**src/synth_pkg.sv**
```systemverilog
/*
 * synthesizer shared definitions
 * timing constants, voice sizing, decoder states and register map
 */

package synth_pkg;

    //////////////////////////////////////////////////////////////////////
    // voice sizing
    //////////////////////////////////////////////////////////////////////

    localparam int VOICES  = 8;     // total voices, even ones left, odd ones right
    localparam int V_WIDTH = 3;     // voice index width

    //////////////////////////////////////////////////////////////////////
    // timing at 50 MHz
    //////////////////////////////////////////////////////////////////////

    localparam int MIDI_BIT_CLKS = 1600;    // 31250 baud
    localparam int SAMPLE_DIV    = 1024;    // clocks per audio sample

    //////////////////////////////////////////////////////////////////////
    // audio path
    //////////////////////////////////////////////////////////////////////

    localparam int AUD_BIT_DEPTH = 24;
    localparam int PHASE_WIDTH   = 16;
    // 7-bit velocity lands at bits 18:12, leaves headroom for 4 voices
    localparam int AMP_SHIFT     = 12;

    //////////////////////////////////////////////////////////////////////
    // types
    //////////////////////////////////////////////////////////////////////

    // MIDI parser states
    typedef enum logic [1:0] {
        DEC_IDLE = 2'd0,    // no usable running status
        DEC_KEY  = 2'd1,    // expecting key number
        DEC_VEL  = 2'd2     // expecting velocity
    } dec_state_t;

    // CPU register map
    typedef enum logic [1:0] {
        REG_CHANNEL = 2'd0,     // rw, MIDI receive channel
        REG_RUN     = 2'd1,     // rw, audio output enable
        REG_KEYS    = 2'd2,     // ro, active voice mask
        REG_VCOUNT  = 2'd3      // ro, number of active voices
    } reg_addr_t;

endpackage
```
**src/synthesizer.sv**
```systemverilog
/*
 * two channel MIDI synthesizer top level
 * receiver, note decoder, CPU registers, voice allocator and voice engine
 */
`timescale 1ns/100ps

module synthesizer import synth_pkg::*; (
    input  logic                      CLOCK_50,
    input  logic                      io_reset,
    input  logic                      midi_rxd,     // MIDI serial in
    // CPU bus
    input  logic                      chipselect,
    input  logic                      cpu_read,
    input  logic                      cpu_write,
    input  logic [1:0]                address,
    input  logic [31:0]               cpu_wdata,
    output logic [31:0]               cpu_rdata,
    // audio and status
    output logic [AUD_BIT_DEPTH-1:0]  lsound_out,
    output logic [AUD_BIT_DEPTH-1:0]  rsound_out,
    output logic [VOICES-1:0]         keys_on,
    output logic                      sample_tick
);

    logic [7:0]              rx_byte;
    logic                    byte_valid;
    logic [3:0]              midi_ch;
    logic                    run;
    logic                    note_on;
    logic                    note_off;
    logic [6:0]              key;
    logic [6:0]              velocity;
    logic [VOICES-1:0][6:0]  voice_key;
    logic [VOICES-1:0][6:0]  voice_vel;

    //////////////////////////////////////////////////////////////////////
    // MIDI in
    //////////////////////////////////////////////////////////////////////

    midi_uart_rx midi_uart_rx_inst (
        .CLOCK_50   (CLOCK_50),
        .io_reset   (io_reset),
        .midi_rxd   (midi_rxd),
        .rx_byte    (rx_byte),
        .byte_valid (byte_valid)
    );

    midi_decoder midi_decoder_inst (
        .CLOCK_50   (CLOCK_50),
        .io_reset   (io_reset),
        .rx_byte    (rx_byte),
        .byte_valid (byte_valid),
        .midi_ch    (midi_ch),      // from CPU regs
        .note_on    (note_on),
        .note_off   (note_off),
        .key        (key),
        .velocity   (velocity)
    );

    synth_regs synth_regs_inst (
        .CLOCK_50   (CLOCK_50),
        .io_reset   (io_reset),
        .chipselect (chipselect),
        .cpu_read   (cpu_read),
        .cpu_write  (cpu_write),
        .address    (address),
        .cpu_wdata  (cpu_wdata),
        .keys_on    (keys_on),
        .cpu_rdata  (cpu_rdata),
        .midi_ch    (midi_ch),
        .run        (run)
    );

    //////////////////////////////////////////////////////////////////////
    // sound generation
    //////////////////////////////////////////////////////////////////////

    voice_allocator voice_allocator_inst (
        .CLOCK_50   (CLOCK_50),
        .io_reset   (io_reset),
        .note_on    (note_on),
        .note_off   (note_off),
        .key        (key),
        .velocity   (velocity),
        .keys_on    (keys_on),
        .voice_key  (voice_key),
        .voice_vel  (voice_vel)
    );

    voice_engine voice_engine_inst (
        .CLOCK_50    (CLOCK_50),
        .io_reset    (io_reset),
        .run         (run),
        .keys_on     (keys_on),
        .voice_key   (voice_key),
        .voice_vel   (voice_vel),
        .lsound_out  (lsound_out),    // even voices
        .rsound_out  (rsound_out),    // odd voices
        .sample_tick (sample_tick)
    );

endmodule

```
**src/voice_engine.sv**
```systemverilog
/*
 * square wave voice engine
 * one phase accumulator per voice, even voices mixed left and odd voices right
 */
`timescale 1ns/100ps

module voice_engine import synth_pkg::*; (
    input  logic                      CLOCK_50,
    input  logic                      io_reset,
    input  logic                      run,
    input  logic [VOICES-1:0]         keys_on,
    input  logic [VOICES-1:0][6:0]    voice_key,
    input  logic [VOICES-1:0][6:0]    voice_vel,
    output logic [AUD_BIT_DEPTH-1:0]  lsound_out,
    output logic [AUD_BIT_DEPTH-1:0]  rsound_out,
    output logic                      sample_tick
);

    logic [9:0]                         div_cnt;
    logic                               tick;
    logic [VOICES-1:0][PHASE_WIDTH-1:0] phase;
    logic signed [AUD_BIT_DEPTH-1:0]    amp;
    logic signed [AUD_BIT_DEPTH-1:0]    lsum;
    logic signed [AUD_BIT_DEPTH-1:0]    rsum;

    //////////////////////////////////////////////////////////////////////
    // sample rate divider
    //////////////////////////////////////////////////////////////////////

    assign tick = (div_cnt == 10'(SAMPLE_DIV - 1));

    always_ff @(posedge CLOCK_50) begin
        if (io_reset) begin
            div_cnt     <= 10'd0;
            sample_tick <= 1'b0;
        end else begin
            div_cnt     <= tick ? 10'd0 : div_cnt + 10'd1;
            sample_tick <= tick;    // high while the new sample is on the outputs
        end
    end

    //////////////////////////////////////////////////////////////////////
    // phase accumulators, step is (key + 1) << 6
    //////////////////////////////////////////////////////////////////////

    always_ff @(posedge CLOCK_50) begin
        for (int i = 0; i < VOICES; i++) begin
            if (io_reset || !keys_on[i])
                phase[i] <= '0;             // idle voice waits at phase 0
            else if (tick)
                phase[i] <= phase[i] + (PHASE_WIDTH'({1'b0, voice_key[i]} + 8'd1) << 6);
        end
    end

    // mixer, square wave sign from phase MSB
    always_comb begin
        lsum = '0;
        rsum = '0;
        amp  = '0;
        for (int i = 0; i < VOICES; i++) begin
            if (keys_on[i]) begin
                amp = AUD_BIT_DEPTH'(voice_vel[i]) << AMP_SHIFT;
                if (phase[i][PHASE_WIDTH-1])
                    amp = -amp;
                if (i % 2 == 0)
                    lsum = lsum + amp;
                else
                    rsum = rsum + amp;
            end
        end
    end

    // output registers, phases keep running while muted
    always_ff @(posedge CLOCK_50) begin
        if (io_reset || !run) begin
            lsound_out <= '0;
            rsound_out <= '0;
        end else if (tick) begin
            lsound_out <= lsum;
            rsound_out <= rsum;
        end
    end

endmodule

```
**src/synth_regs.sv**
```systemverilog
/*
 * CPU register block
 * MIDI channel and run enable, plus voice status readback
 */
`timescale 1ns/100ps

module synth_regs import synth_pkg::*; (
    input  logic              CLOCK_50,
    input  logic              io_reset,
    input  logic              chipselect,
    input  logic              cpu_read,
    input  logic              cpu_write,
    input  logic [1:0]        address,
    input  logic [31:0]       cpu_wdata,
    input  logic [VOICES-1:0] keys_on,
    output logic [31:0]       cpu_rdata,
    output logic [3:0]        midi_ch,
    output logic              run
);

    reg_addr_t          reg_sel;
    logic [V_WIDTH:0]   voice_cnt;      // 0..VOICES

    assign reg_sel = reg_addr_t'(address);

    // population count of active voices
    always_comb begin
        voice_cnt = '0;
        for (int i = 0; i < VOICES; i++)
            voice_cnt = voice_cnt + (V_WIDTH + 1)'(keys_on[i]);
    end

    //////////////////////////////////////////////////////////////////////
    // writes take effect on the strobe edge
    //////////////////////////////////////////////////////////////////////

    always_ff @(posedge CLOCK_50) begin
        if (io_reset) begin
            midi_ch <= 4'd0;
            run     <= 1'b1;    // sound on out of reset
        end else if (chipselect && cpu_write) begin
            case (reg_sel)
                REG_CHANNEL: midi_ch <= cpu_wdata[3:0];
                REG_RUN:     run     <= cpu_wdata[0];
                default: ;      // status regs are read only
            endcase
        end
    end

    // read data valid the cycle after the strobe
    always_ff @(posedge CLOCK_50) begin
        if (io_reset) begin
            cpu_rdata <= 32'd0;
        end else if (chipselect && cpu_read) begin
            case (reg_sel)
                REG_CHANNEL: cpu_rdata <= 32'(midi_ch);
                REG_RUN:     cpu_rdata <= 32'(run);
                REG_KEYS:    cpu_rdata <= 32'(keys_on);
                REG_VCOUNT:  cpu_rdata <= 32'(voice_cnt);
                default:     cpu_rdata <= 32'd0;
            endcase
        end
    end

endmodule

```
**src/voice_allocator.sv**
```systemverilog
/*
 * voice table
 * note-on takes the lowest free voice, note-off frees every voice on that key
 */
`timescale 1ns/100ps

module voice_allocator import synth_pkg::*; (
    input  logic                    CLOCK_50,
    input  logic                    io_reset,
    input  logic                    note_on,
    input  logic                    note_off,
    input  logic [6:0]              key,
    input  logic [6:0]              velocity,
    output logic [VOICES-1:0]       keys_on,
    output logic [VOICES-1:0][6:0]  voice_key,
    output logic [VOICES-1:0][6:0]  voice_vel
);

    logic [V_WIDTH-1:0] free_idx;
    logic               any_free;
    logic [VOICES-1:0]  off_hit;
    logic               take_voice;

    //////////////////////////////////////////////////////////////////////
    // priority search, lowest index wins
    //////////////////////////////////////////////////////////////////////

    always_comb begin
        any_free = 1'b0;
        free_idx = '0;
        for (int i = VOICES - 1; i >= 0; i--) begin
            if (!keys_on[i]) begin
                any_free = 1'b1;
                free_idx = V_WIDTH'(i);
            end
        end
    end

    // key compare across all voices
    always_comb begin
        for (int i = 0; i < VOICES; i++)
            off_hit[i] = keys_on[i] && (voice_key[i] == key);
    end

    assign take_voice = note_on && any_free;   // full table drops the note

    //////////////////////////////////////////////////////////////////////
    // voice state
    //////////////////////////////////////////////////////////////////////

    always_ff @(posedge CLOCK_50) begin
        if (io_reset) begin
            keys_on <= '0;
        end else if (note_off) begin
            keys_on <= keys_on & ~off_hit;
        end else if (take_voice) begin
            keys_on[free_idx] <= 1'b1;
        end
    end

    always_ff @(posedge CLOCK_50) begin
        if (take_voice) begin
            voice_key[free_idx] <= key;
            voice_vel[free_idx] <= velocity;
        end
    end

endmodule

```
**src/midi_decoder.sv**
```systemverilog
/*
 * MIDI note message parser with running status
 * emits note_on / note_off strobes for the selected channel only
 */
`timescale 1ns/100ps

module midi_decoder import synth_pkg::*; (
    input  logic       CLOCK_50,
    input  logic       io_reset,
    input  logic [7:0] rx_byte,
    input  logic       byte_valid,
    input  logic [3:0] midi_ch,
    output logic       note_on,
    output logic       note_off,
    output logic [6:0] key,
    output logic [6:0] velocity
);

    dec_state_t state;
    logic       stat_on;        // running status is 9n rather than 8n
    logic       ch_match;       // running status is on our channel
    logic [6:0] key_hold;
    logic       is_status;
    logic       is_note_stat;
    logic       vel_zero;

    assign is_status    = rx_byte[7];
    assign is_note_stat = (rx_byte[7:4] == 4'h9) || (rx_byte[7:4] == 4'h8);
    assign vel_zero     = (rx_byte[6:0] == 7'd0);

    //////////////////////////////////////////////////////////////////////
    // parser FSM
    //////////////////////////////////////////////////////////////////////

    always_ff @(posedge CLOCK_50) begin
        if (io_reset) begin
            state    <= DEC_IDLE;
            stat_on  <= 1'b0;
            ch_match <= 1'b0;
            note_on  <= 1'b0;
            note_off <= 1'b0;
        end else begin
            note_on  <= 1'b0;
            note_off <= 1'b0;
            if (byte_valid) begin
                if (is_status) begin
                    if (is_note_stat) begin
                        state    <= DEC_KEY;
                        stat_on  <= rx_byte[4];
                        ch_match <= (rx_byte[3:0] == midi_ch);
                    end else begin
                        state <= DEC_IDLE;      // anything else kills running status
                    end
                end else begin
                    case (state)
                        DEC_KEY: state <= DEC_VEL;
                        DEC_VEL: begin
                            state    <= DEC_KEY;    // stay ready for running status
                            note_on  <= ch_match && stat_on && !vel_zero;
                            note_off <= ch_match && (!stat_on || vel_zero);
                        end
                        default: ;                  // stray data byte
                    endcase
                end
            end
        end
    end

    // message payload
    always_ff @(posedge CLOCK_50) begin
        if (byte_valid && !is_status) begin
            if (state == DEC_KEY)
                key_hold <= rx_byte[6:0];
            if (state == DEC_VEL) begin
                key      <= key_hold;
                velocity <= rx_byte[6:0];
            end
        end
    end

endmodule

```
**src/midi_uart_rx.sv**
```systemverilog
/*
 * MIDI serial receiver, 8N1 at 31250 baud
 * samples each bit at its centre and pulses byte_valid per good frame
 */
`timescale 1ns/100ps

module midi_uart_rx import synth_pkg::*; (
    input  logic       CLOCK_50,
    input  logic       io_reset,
    input  logic       midi_rxd,
    output logic [7:0] rx_byte,
    output logic       byte_valid
);

    logic        rxd_meta;
    logic        rxd_s;         // synchronized line
    logic        busy;
    logic [3:0]  bit_idx;       // 0 start, 1..8 data, 9 stop
    logic [10:0] bit_cnt;       // clocks left to next sample point
    logic [7:0]  shreg;
    logic        sample_now;

    // idle line is high
    always_ff @(posedge CLOCK_50) begin
        if (io_reset) begin
            rxd_meta <= 1'b1;
            rxd_s    <= 1'b1;
        end else begin
            rxd_meta <= midi_rxd;
            rxd_s    <= rxd_meta;
        end
    end

    assign sample_now = busy && (bit_cnt == 11'd0);

    always_ff @(posedge CLOCK_50) begin
        if (io_reset) begin
            busy       <= 1'b0;
            bit_idx    <= 4'd0;
            bit_cnt    <= 11'd0;
            byte_valid <= 1'b0;
        end else begin
            byte_valid <= 1'b0;
            if (!busy) begin
                if (!rxd_s) begin               // falling edge of start bit
                    busy    <= 1'b1;
                    bit_idx <= 4'd0;
                    bit_cnt <= 11'(MIDI_BIT_CLKS / 2 - 1);  // aim for mid-bit
                end
            end else if (!sample_now) begin
                bit_cnt <= bit_cnt - 11'd1;
            end else begin
                bit_cnt <= 11'(MIDI_BIT_CLKS - 1);
                bit_idx <= bit_idx + 4'd1;
                if (bit_idx == 4'd0 && rxd_s) begin
                    busy <= 1'b0;               // glitch, not a real start
                end else if (bit_idx == 4'd9) begin
                    busy       <= 1'b0;
                    byte_valid <= rxd_s;        // framing error drops the byte
                end
            end
        end
    end

    // data path, LSB first
    always_ff @(posedge CLOCK_50) begin
        if (sample_now && bit_idx >= 4'd1 && bit_idx <= 4'd8)
            shreg <= {rxd_s, shreg[7:1]};
        if (sample_now && bit_idx == 4'd9 && rxd_s)
            rx_byte <= shreg;
    end

endmodule

```
**config.mk**
```make
export PLATFORM = sky130hd
export DESIGN_NAME = synthesizer
export DESIGN_NICKNAME = d
export VERILOG_FILES = /design/src/synth_pkg.sv /design/src/synthesizer.sv /design/src/voice_engine.sv /design/src/synth_regs.sv /design/src/voice_allocator.sv /design/src/midi_decoder.sv /design/src/midi_uart_rx.sv
export SDC_FILE = /design/constraint.sdc
export NUM_CORES = 1
export LEC_CHECK = 0
export ABC_AREA = 1
export ABC_CLOCK_PERIOD_IN_PS = 5100
export BUFFER_PORTS_ARGS = -buffer_cell sky130_fd_sc_hd__buf_4
export CAP_MARGIN = 0
export CELL_PAD_IN_SITES_DETAIL_PLACEMENT = 1
export CELL_PAD_IN_SITES_GLOBAL_PLACEMENT = 1
export CORE_AREA = 2 2 259 261
export CTS_CLUSTER_DIAMETER = 200
export CTS_CLUSTER_SIZE = 24
export DETAILED_ROUTE_END_ITERATION = 10
export DIE_AREA = 0 0 261 263
export HOLD_SLACK_MARGIN = 0.03
export PLACE_DENSITY_LB_ADDON = 0.1
export SETUP_SLACK_MARGIN = 0.1
export SYNTH_ARGS = -nofsm -noshare
export SYNTH_HDL_FRONTEND = slang
export SYNTH_HIERARCHICAL = 1
export SYNTH_SLANG_ARGS = --single-unit
export TNS_END_PERCENT = 20
```
**constraint.sdc**
```tcl
create_clock -name CLOCK_50 -period 5.1 [get_ports CLOCK_50]
set_input_delay 0.51 -clock CLOCK_50 [delete_from_list [all_inputs] [get_ports CLOCK_50]]
set_output_delay 0.51 -clock CLOCK_50 [all_outputs]
set_load 0.02 [all_outputs]
```
-- Word level (Yosys, flattened, before mapping)
Index checks and enable logic that the tools add are counted.
- register bits after elaboration: 406
- bits in latches: 0
- memory bits (writable): 0
- memory bits (read-only): 0
- input bits: 40
- word-level logic and storage cells: 242
- memories kept: 0
- add/sub/neg operators: 40
- multiply operators: 0
- div/mod/pow operators: 0
- magnitude comparators: 4
- eq/ne operators: 20
- shift-type cells: 0
- muxes and demuxes: 61
- bitwise gates (word level): 8
- reductions and logical operators: 61
- operators by type and width (cell ; number):
    two-way mux 24 bit ; 22
    negation 19 -> 24 bit ; 8
    adder 24 bit ; 6
    adder 16 bit ; 8
    case mux 32 bit (4 select lines) ; 1
    bitwise mux 56 bit ; 2
    adder 7 x 1 -> 8 bit, second input constant ; 8
    equality test 7 bit ; 8
    two-way mux 11 bit ; 3
    adder 4 x 1 -> 4 bit ; 6
    two-way mux 3 bit ; 8
    logical AND 1 bit ; 22
    demux 7 bit (select 3 bit) ; 1
    two-way mux 8 bit ; 2
    two-way mux 1 bit ; 15
    equality test 4 bit, second input constant ; 3
    zero test 1 bit ; 12
    two-way mux 4 bit ; 3
    AND reduction 2 bit ; 6
    zero test 11 bit ; 1
    logical OR 1 bit ; 11
    subtractor 11 x 1 -> 11 bit, second input constant ; 1
    adder 10 x 1 -> 10 bit, second input constant ; 1
    equality test 10 bit, second input constant ; 1
    other kinds (27) ; 35

-- Longest topological paths before layout
- word-level depth: 15
- mapped depth: 40
- gate-level depth less buffers: 40

-- Modules after synthesis
The synthesis kept the hierarchy.
- by module, submodules not included (module ; times used ; cells each ; area an instance (um^2)):
    voice_engine ; 1 ; 1877 ; 12538.3
    voice_allocator ; 1 ; 400 ; 4840.9
    midi_uart_rx ; 1 ; 178 ; 1675.4
    midi_decoder ; 1 ; 84 ; 1004.7
    synth_regs ; 1 ; 124 ; 909.6

-- Least setup slack after synthesis
Ideal clock, no wire load.
- kind: register to register
- start: reg voice_allocator_inst.keys_on[1]
- end: reg voice_engine_inst.rsound_out[23]
- library setup time: 0.109 ns
- arrival: 4.564 ns
- required time: 4.991 ns
- setup slack: 0.427 ns
- cell stages (with the launch flop): 29
- path buffers: 0
- cells stage by stage: dfxtp_1 inv_1 nor3_1 inv_1 fa_1 o31ai_1 xnor2_1 o21ai_2 ha_1 a21oi_1 o21ai_0 a21oi_1 or2_2 nand2_1 or2_2 nand3_1 nand2_1 ha_1 nand2_1 nor2_1 nand3_1 o2111ai_1 nor2_1 nor2_1 nand2_1 a21oi_1 o21ai_1 nand2_1 inv_1
- longest elaborated chain between the ends: 7
- RTL lines (element ; line ; source):
    start: declaration ; voice_allocator.sv:14 ; output logic [VOICES-1:0] keys_on,
    start signal: assignment ; voice_allocator.sv:55 ; keys_on <= keys_on & ~off_hit;
    two-way mux 24 bit * ; voice_engine.sv:61 ; if (keys_on[i]) begin
    adder 24 bit ; voice_engine.sv:68 ; rsum = rsum + amp;
    two-way mux 24 bit * ; voice_engine.sv:61 ;
    adder 24 bit ; voice_engine.sv:68 ;
    two-way mux 24 bit * ; voice_engine.sv:61 ;
    adder 24 bit ; voice_engine.sv:68 ;
    two-way mux 24 bit * ; voice_engine.sv:61 ;
    end signal: assignment ; voice_engine.sv:80 ; rsound_out <= rsum;
    end: declaration ; voice_engine.sv:15 ; output logic [AUD_BIT_DEPTH-1:0] rsound_out,
Every way passes the cells marked *; elsewhere a longest branch is shown, timed or not.
A chain may end at the register's enable or synchronous reset.

-- Final worst setup path
- start: reg voice_allocator_inst/voice_vel[7] (netlist bit)
- end: reg voice_engine_inst.rsound_out[23]
- longest elaborated chain between the ends: 9
- RTL lines (element ; line ; source):
    start: declaration ; voice_allocator.sv:16 ; output logic [VOICES-1:0][6:0] voice_vel
    start signal: indexed assignment ; voice_allocator.sv:64 ; voice_vel[free_idx] <= velocity;
    negation 19 -> 24 bit ; voice_engine.sv:64 ; amp = -amp;
    two-way mux 24 bit * ; voice_engine.sv:63 ; if (phase[i][PHASE_WIDTH-1])
    two-way mux 24 bit * ; voice_engine.sv:61 ;
    adder 24 bit ; voice_engine.sv:68 ;
    two-way mux 24 bit * ; voice_engine.sv:61 ;
    adder 24 bit ; voice_engine.sv:68 ;
    two-way mux 24 bit * ; voice_engine.sv:61 ;
    adder 24 bit ; voice_engine.sv:68 ;
    two-way mux 24 bit * ; voice_engine.sv:61 ;
Marked as above.

==> impl_metrics.yaml <==
floorplan:
  io_pins: 129
  dieWidth_um: 261
  initial_core_util_pct: 32.0
  rows: 94
  die_h_um: 263
  dieArea_um2: 68600
  core_area_um2: 65600
worst_setup_path:
  path_max_fanout: 3
  path_depth: 35
  end_kind: "flip-flop"
  critPathKind: "reg -> reg"
  max_stage_delay_ps: 430
  required_ps: 5540
  cp_num_buf_inv: 4
  slowest_stage: "edfxtp_1"
  path_delay_family: "compound AO/OA/AOI/OAI gates"
  reg2reg_depth: 35
  start_kind: "flip-flop"
  cp.arrival_ps: 5450
clock_network:
  clockRootBuffer: "clkbuf_16"
  cts_hold_buf: 0
  clk_pin_slew_worst_paths_ps: 110
  cts-buffers-inserted: 16
  cts_tree: "yes"
  cts_buffer_depth: 3
  clkSinkCount: 310
  cts.htree.levels: 1
  clock_latency_ps: 530
grt:
  grt_pass1_wl_um: 98200
  antenna_found_initial: 1
  grt_pass1_vias: 18400
  grtUsageTotal_pct: 17.6
  grt-ovfl-total: 0
  grt_max_degree: 81
min_path:
  min_path_cells: 2
  min-delay-path-class: "in -> reg"
synth:
  async_flop_share_pct: 0
  synth_cell_types: 59
  ys.flop_type: "dfxtp_1"
  synth_edf_count: 149
  syn_area_um2: 21000
  yosysMostFrequentCell: "nand2_1"
  yosysWarnings: 6
  yosysSeqAreaShare_pct: 36.7
  ys_ff_latch: 310
  synth.area.top_cells: "edfxtp_1, dfxtp_1, nand2_1, ha_1, inv_1"
  synth_area_leader_cell: "edfxtp_1"
  syn_inst: 2663
  synth_area_per_cell_um2: 7.87
  yosys.area.top_type_share_pct: 21.3
  synth_commonest_cells: "nand2_1, inv_1, nor2_1"
place:
  gp_congestion: 0.835
  dp_hpwl_um: 45600
  place.port_buffers: 52
detailed_routing:
  wl_per_cell_um: 16.4
  vias: 17800
  routed_via_density: 4.77
  wl_um: 61300
  first_iter_violations: 618
  drtPass1Iterations: 5
  drc: 0
  antenna_left: 0
timing:
  setup_viol: 0
  setup_tns_ps: 0
  max_freq_mhz: 199
  skew_ps: 26.8
  finalHoldViolations: 0
  drv_slew: 0
  fin_crit_ps: 5020
  finalCritPeriodShare_pct: 98.4
  max_slew.worst_pin.slew_ps: 965
  rsz0062_at_grt: "yes"
  relSlewSlack_pct: 35.6
  holdWs_ps: 184
final_layout:
  syn2layout_area_growth_pct: 17.0
  final_util_pct: 37.4
  nets: 3068
  drive_gt1_share_pct: 16.9
power_and_ir_drop:
  power.density_nw_per_um2: 176
  power.leakage_nw: 10.9
  power_mw: 4.31
  max-vdd-ir-drop_mv: 0.218
run:
  max_cap_viol_count: 0
status:
  outcome: "complete, no violations"
power breakdown:
part	switching [mW]	total [mW]	internal (mW)
combinational	0.146	0.205	0.0591
sequential	0.0182	2.62	2.60
clock	0.854	1.49	0.632
kinds of logic (layout without fill, tap and decap cells):
family,Yosys count,count (layout),synth area share (%)
XOR/XNOR,181,181,7.56
AND/OR/NAND/NOR,1034,1034,21.7
buffers and inverters,464,620,9.76
other,2,49,0.0358
flip-flops,310,310,36.7
adder cells (fa/ha/maj),173,173,11.0
AO/OA/AOI/OAI,499,499,13.3
per-stage QoR:
stage | instance area (um2) | setup WS, ps | std cells
2_1_floorplan | 21100 | 427 | 2709
3_3_place_gp | 23000 | -88.9 | 3668
3_5_place_dp | 23000 | -171 | 3668
4_1_cts | 23800 | -19.2 | 3713
5_1_grt | 24500 | -314 | 3729
6_report | 24500 | 84.1 | 3730
worst register-to-register path: cells and delay by family (launching register included):
| kind | cells | cell delay, ps |
|---|---|---|
| buffers and inverters | 4 | 300 |
| xor gates and xnor gates | 2 | 330 |
| and+or+nand+nor | 12 | 1230 |
| adders and majority gates | 4 | 1000 |
| AOI/OAI and AO/OA | 13 | 1620 |
| DFF | 1 | 430 |
state kept, by name (all words and copies together) (netlist names), 2 cells and up:
register	flops
voice_engine_inst/lsound_out	12
voice_engine_inst/phase	80
synth_regs_inst/cpu_rdata	8
midi_decoder_inst/key_hold	7
midi_decoder_inst/state	2
midi_decoder_inst/velocity	7
voice_allocator_inst/keys_on	8
voice_engine_inst/rsound_out	12
midi_uart_rx_inst/bit_idx	4
synth_regs_inst/midi_ch	4
midi_uart_rx_inst/rx_byte	8
midi_uart_rx_inst/shreg	8
midi_decoder_inst/key	7
voice_allocator_inst/voice_vel	56
voice_allocator_inst/voice_key	56
voice_engine_inst/div_cnt	10
midi_uart_rx_inst/bit_cnt	11
layout make-up:
| type | count | area, um2 |
|---|---|---|
| clock buffer | 27 | 463 |
| antenna | 1 | 2.50 |
| inverter | 367 | 1380 |
| multi-input combinational | 1935 | 12200 |
| timing repair buffer | 225 | 1730 |
| sequential | 310 | 7700 |
| tap | 864 | 1080 |
| fill | 8037 | 41100 |
| clock inverter | 1 | 3.75 |
timing repair:
| item | in CTS | in global routing |
|---|---|---|
| gates resized for setup | 50 | 127 |
| endpoints found under the setup margin | 8 | 12 |
| pin swaps | 23 | 73 |
| buffers inserted | 17 | 16 |
path summary, 6_finish.rpt:
path	startpoint	end	slack [ps]
setup / recovery	voice_allocator_inst/voice_vel[7]$_DFFE_PP_	voice_engine_inst/rsound_out[23]$_SDFFE_PP0P_	80
setup reg to reg	voice_allocator_inst/voice_vel[7]$_DFFE_PP_	voice_engine_inst/rsound_out[23]$_SDFFE_PP0P_	80
hold reg to reg	midi_decoder_inst/key_hold[0]$_DFFE_PP_	midi_decoder_inst/key[0]$_DFFE_PP_	420
hold / removal	midi_rxd	midi_uart_rx_inst/rxd_meta$_SDFF_PP1_	180
per-layer routing:
layer | routed length, um | up-vias | part of all wire, % | GRT usage [%]
met5 | 0 | - | 0 | 0
met4 | 770 | 0 | 1.3 | 2.49
met3 | 1140 | 33 | 1.9 | 1.33
met2 | 30300 | 126 | 49 | 31.2
met1 | 29100 | 8596 | 47 | 23.9
li1 | - | 9039 | - | -
cell usage in the layout (no fill, tap or decap), types with 107 or more instances in the layout:
| cell type | Yosys | layout |
|---|---|---|
| nand2_1 | 545 | 533 |
| inv_1 | 350 | 340 |
| buf_4 | 61 | 218 |
| nor2_1 | 214 | 201 |
| a21oi_1 | 213 | 178 |
| dfxtp_1 | 161 | 160 |
| edfxtp_1 | 149 | 149 |
| ha_1 | 155 | 129 |
| o21ai_0 | 147 | 128 |
| xor2_1 | 115 | 115 |
| nand3_1 | 114 | 107 |
Note: power is estimated with default switching activity, not from simulation.
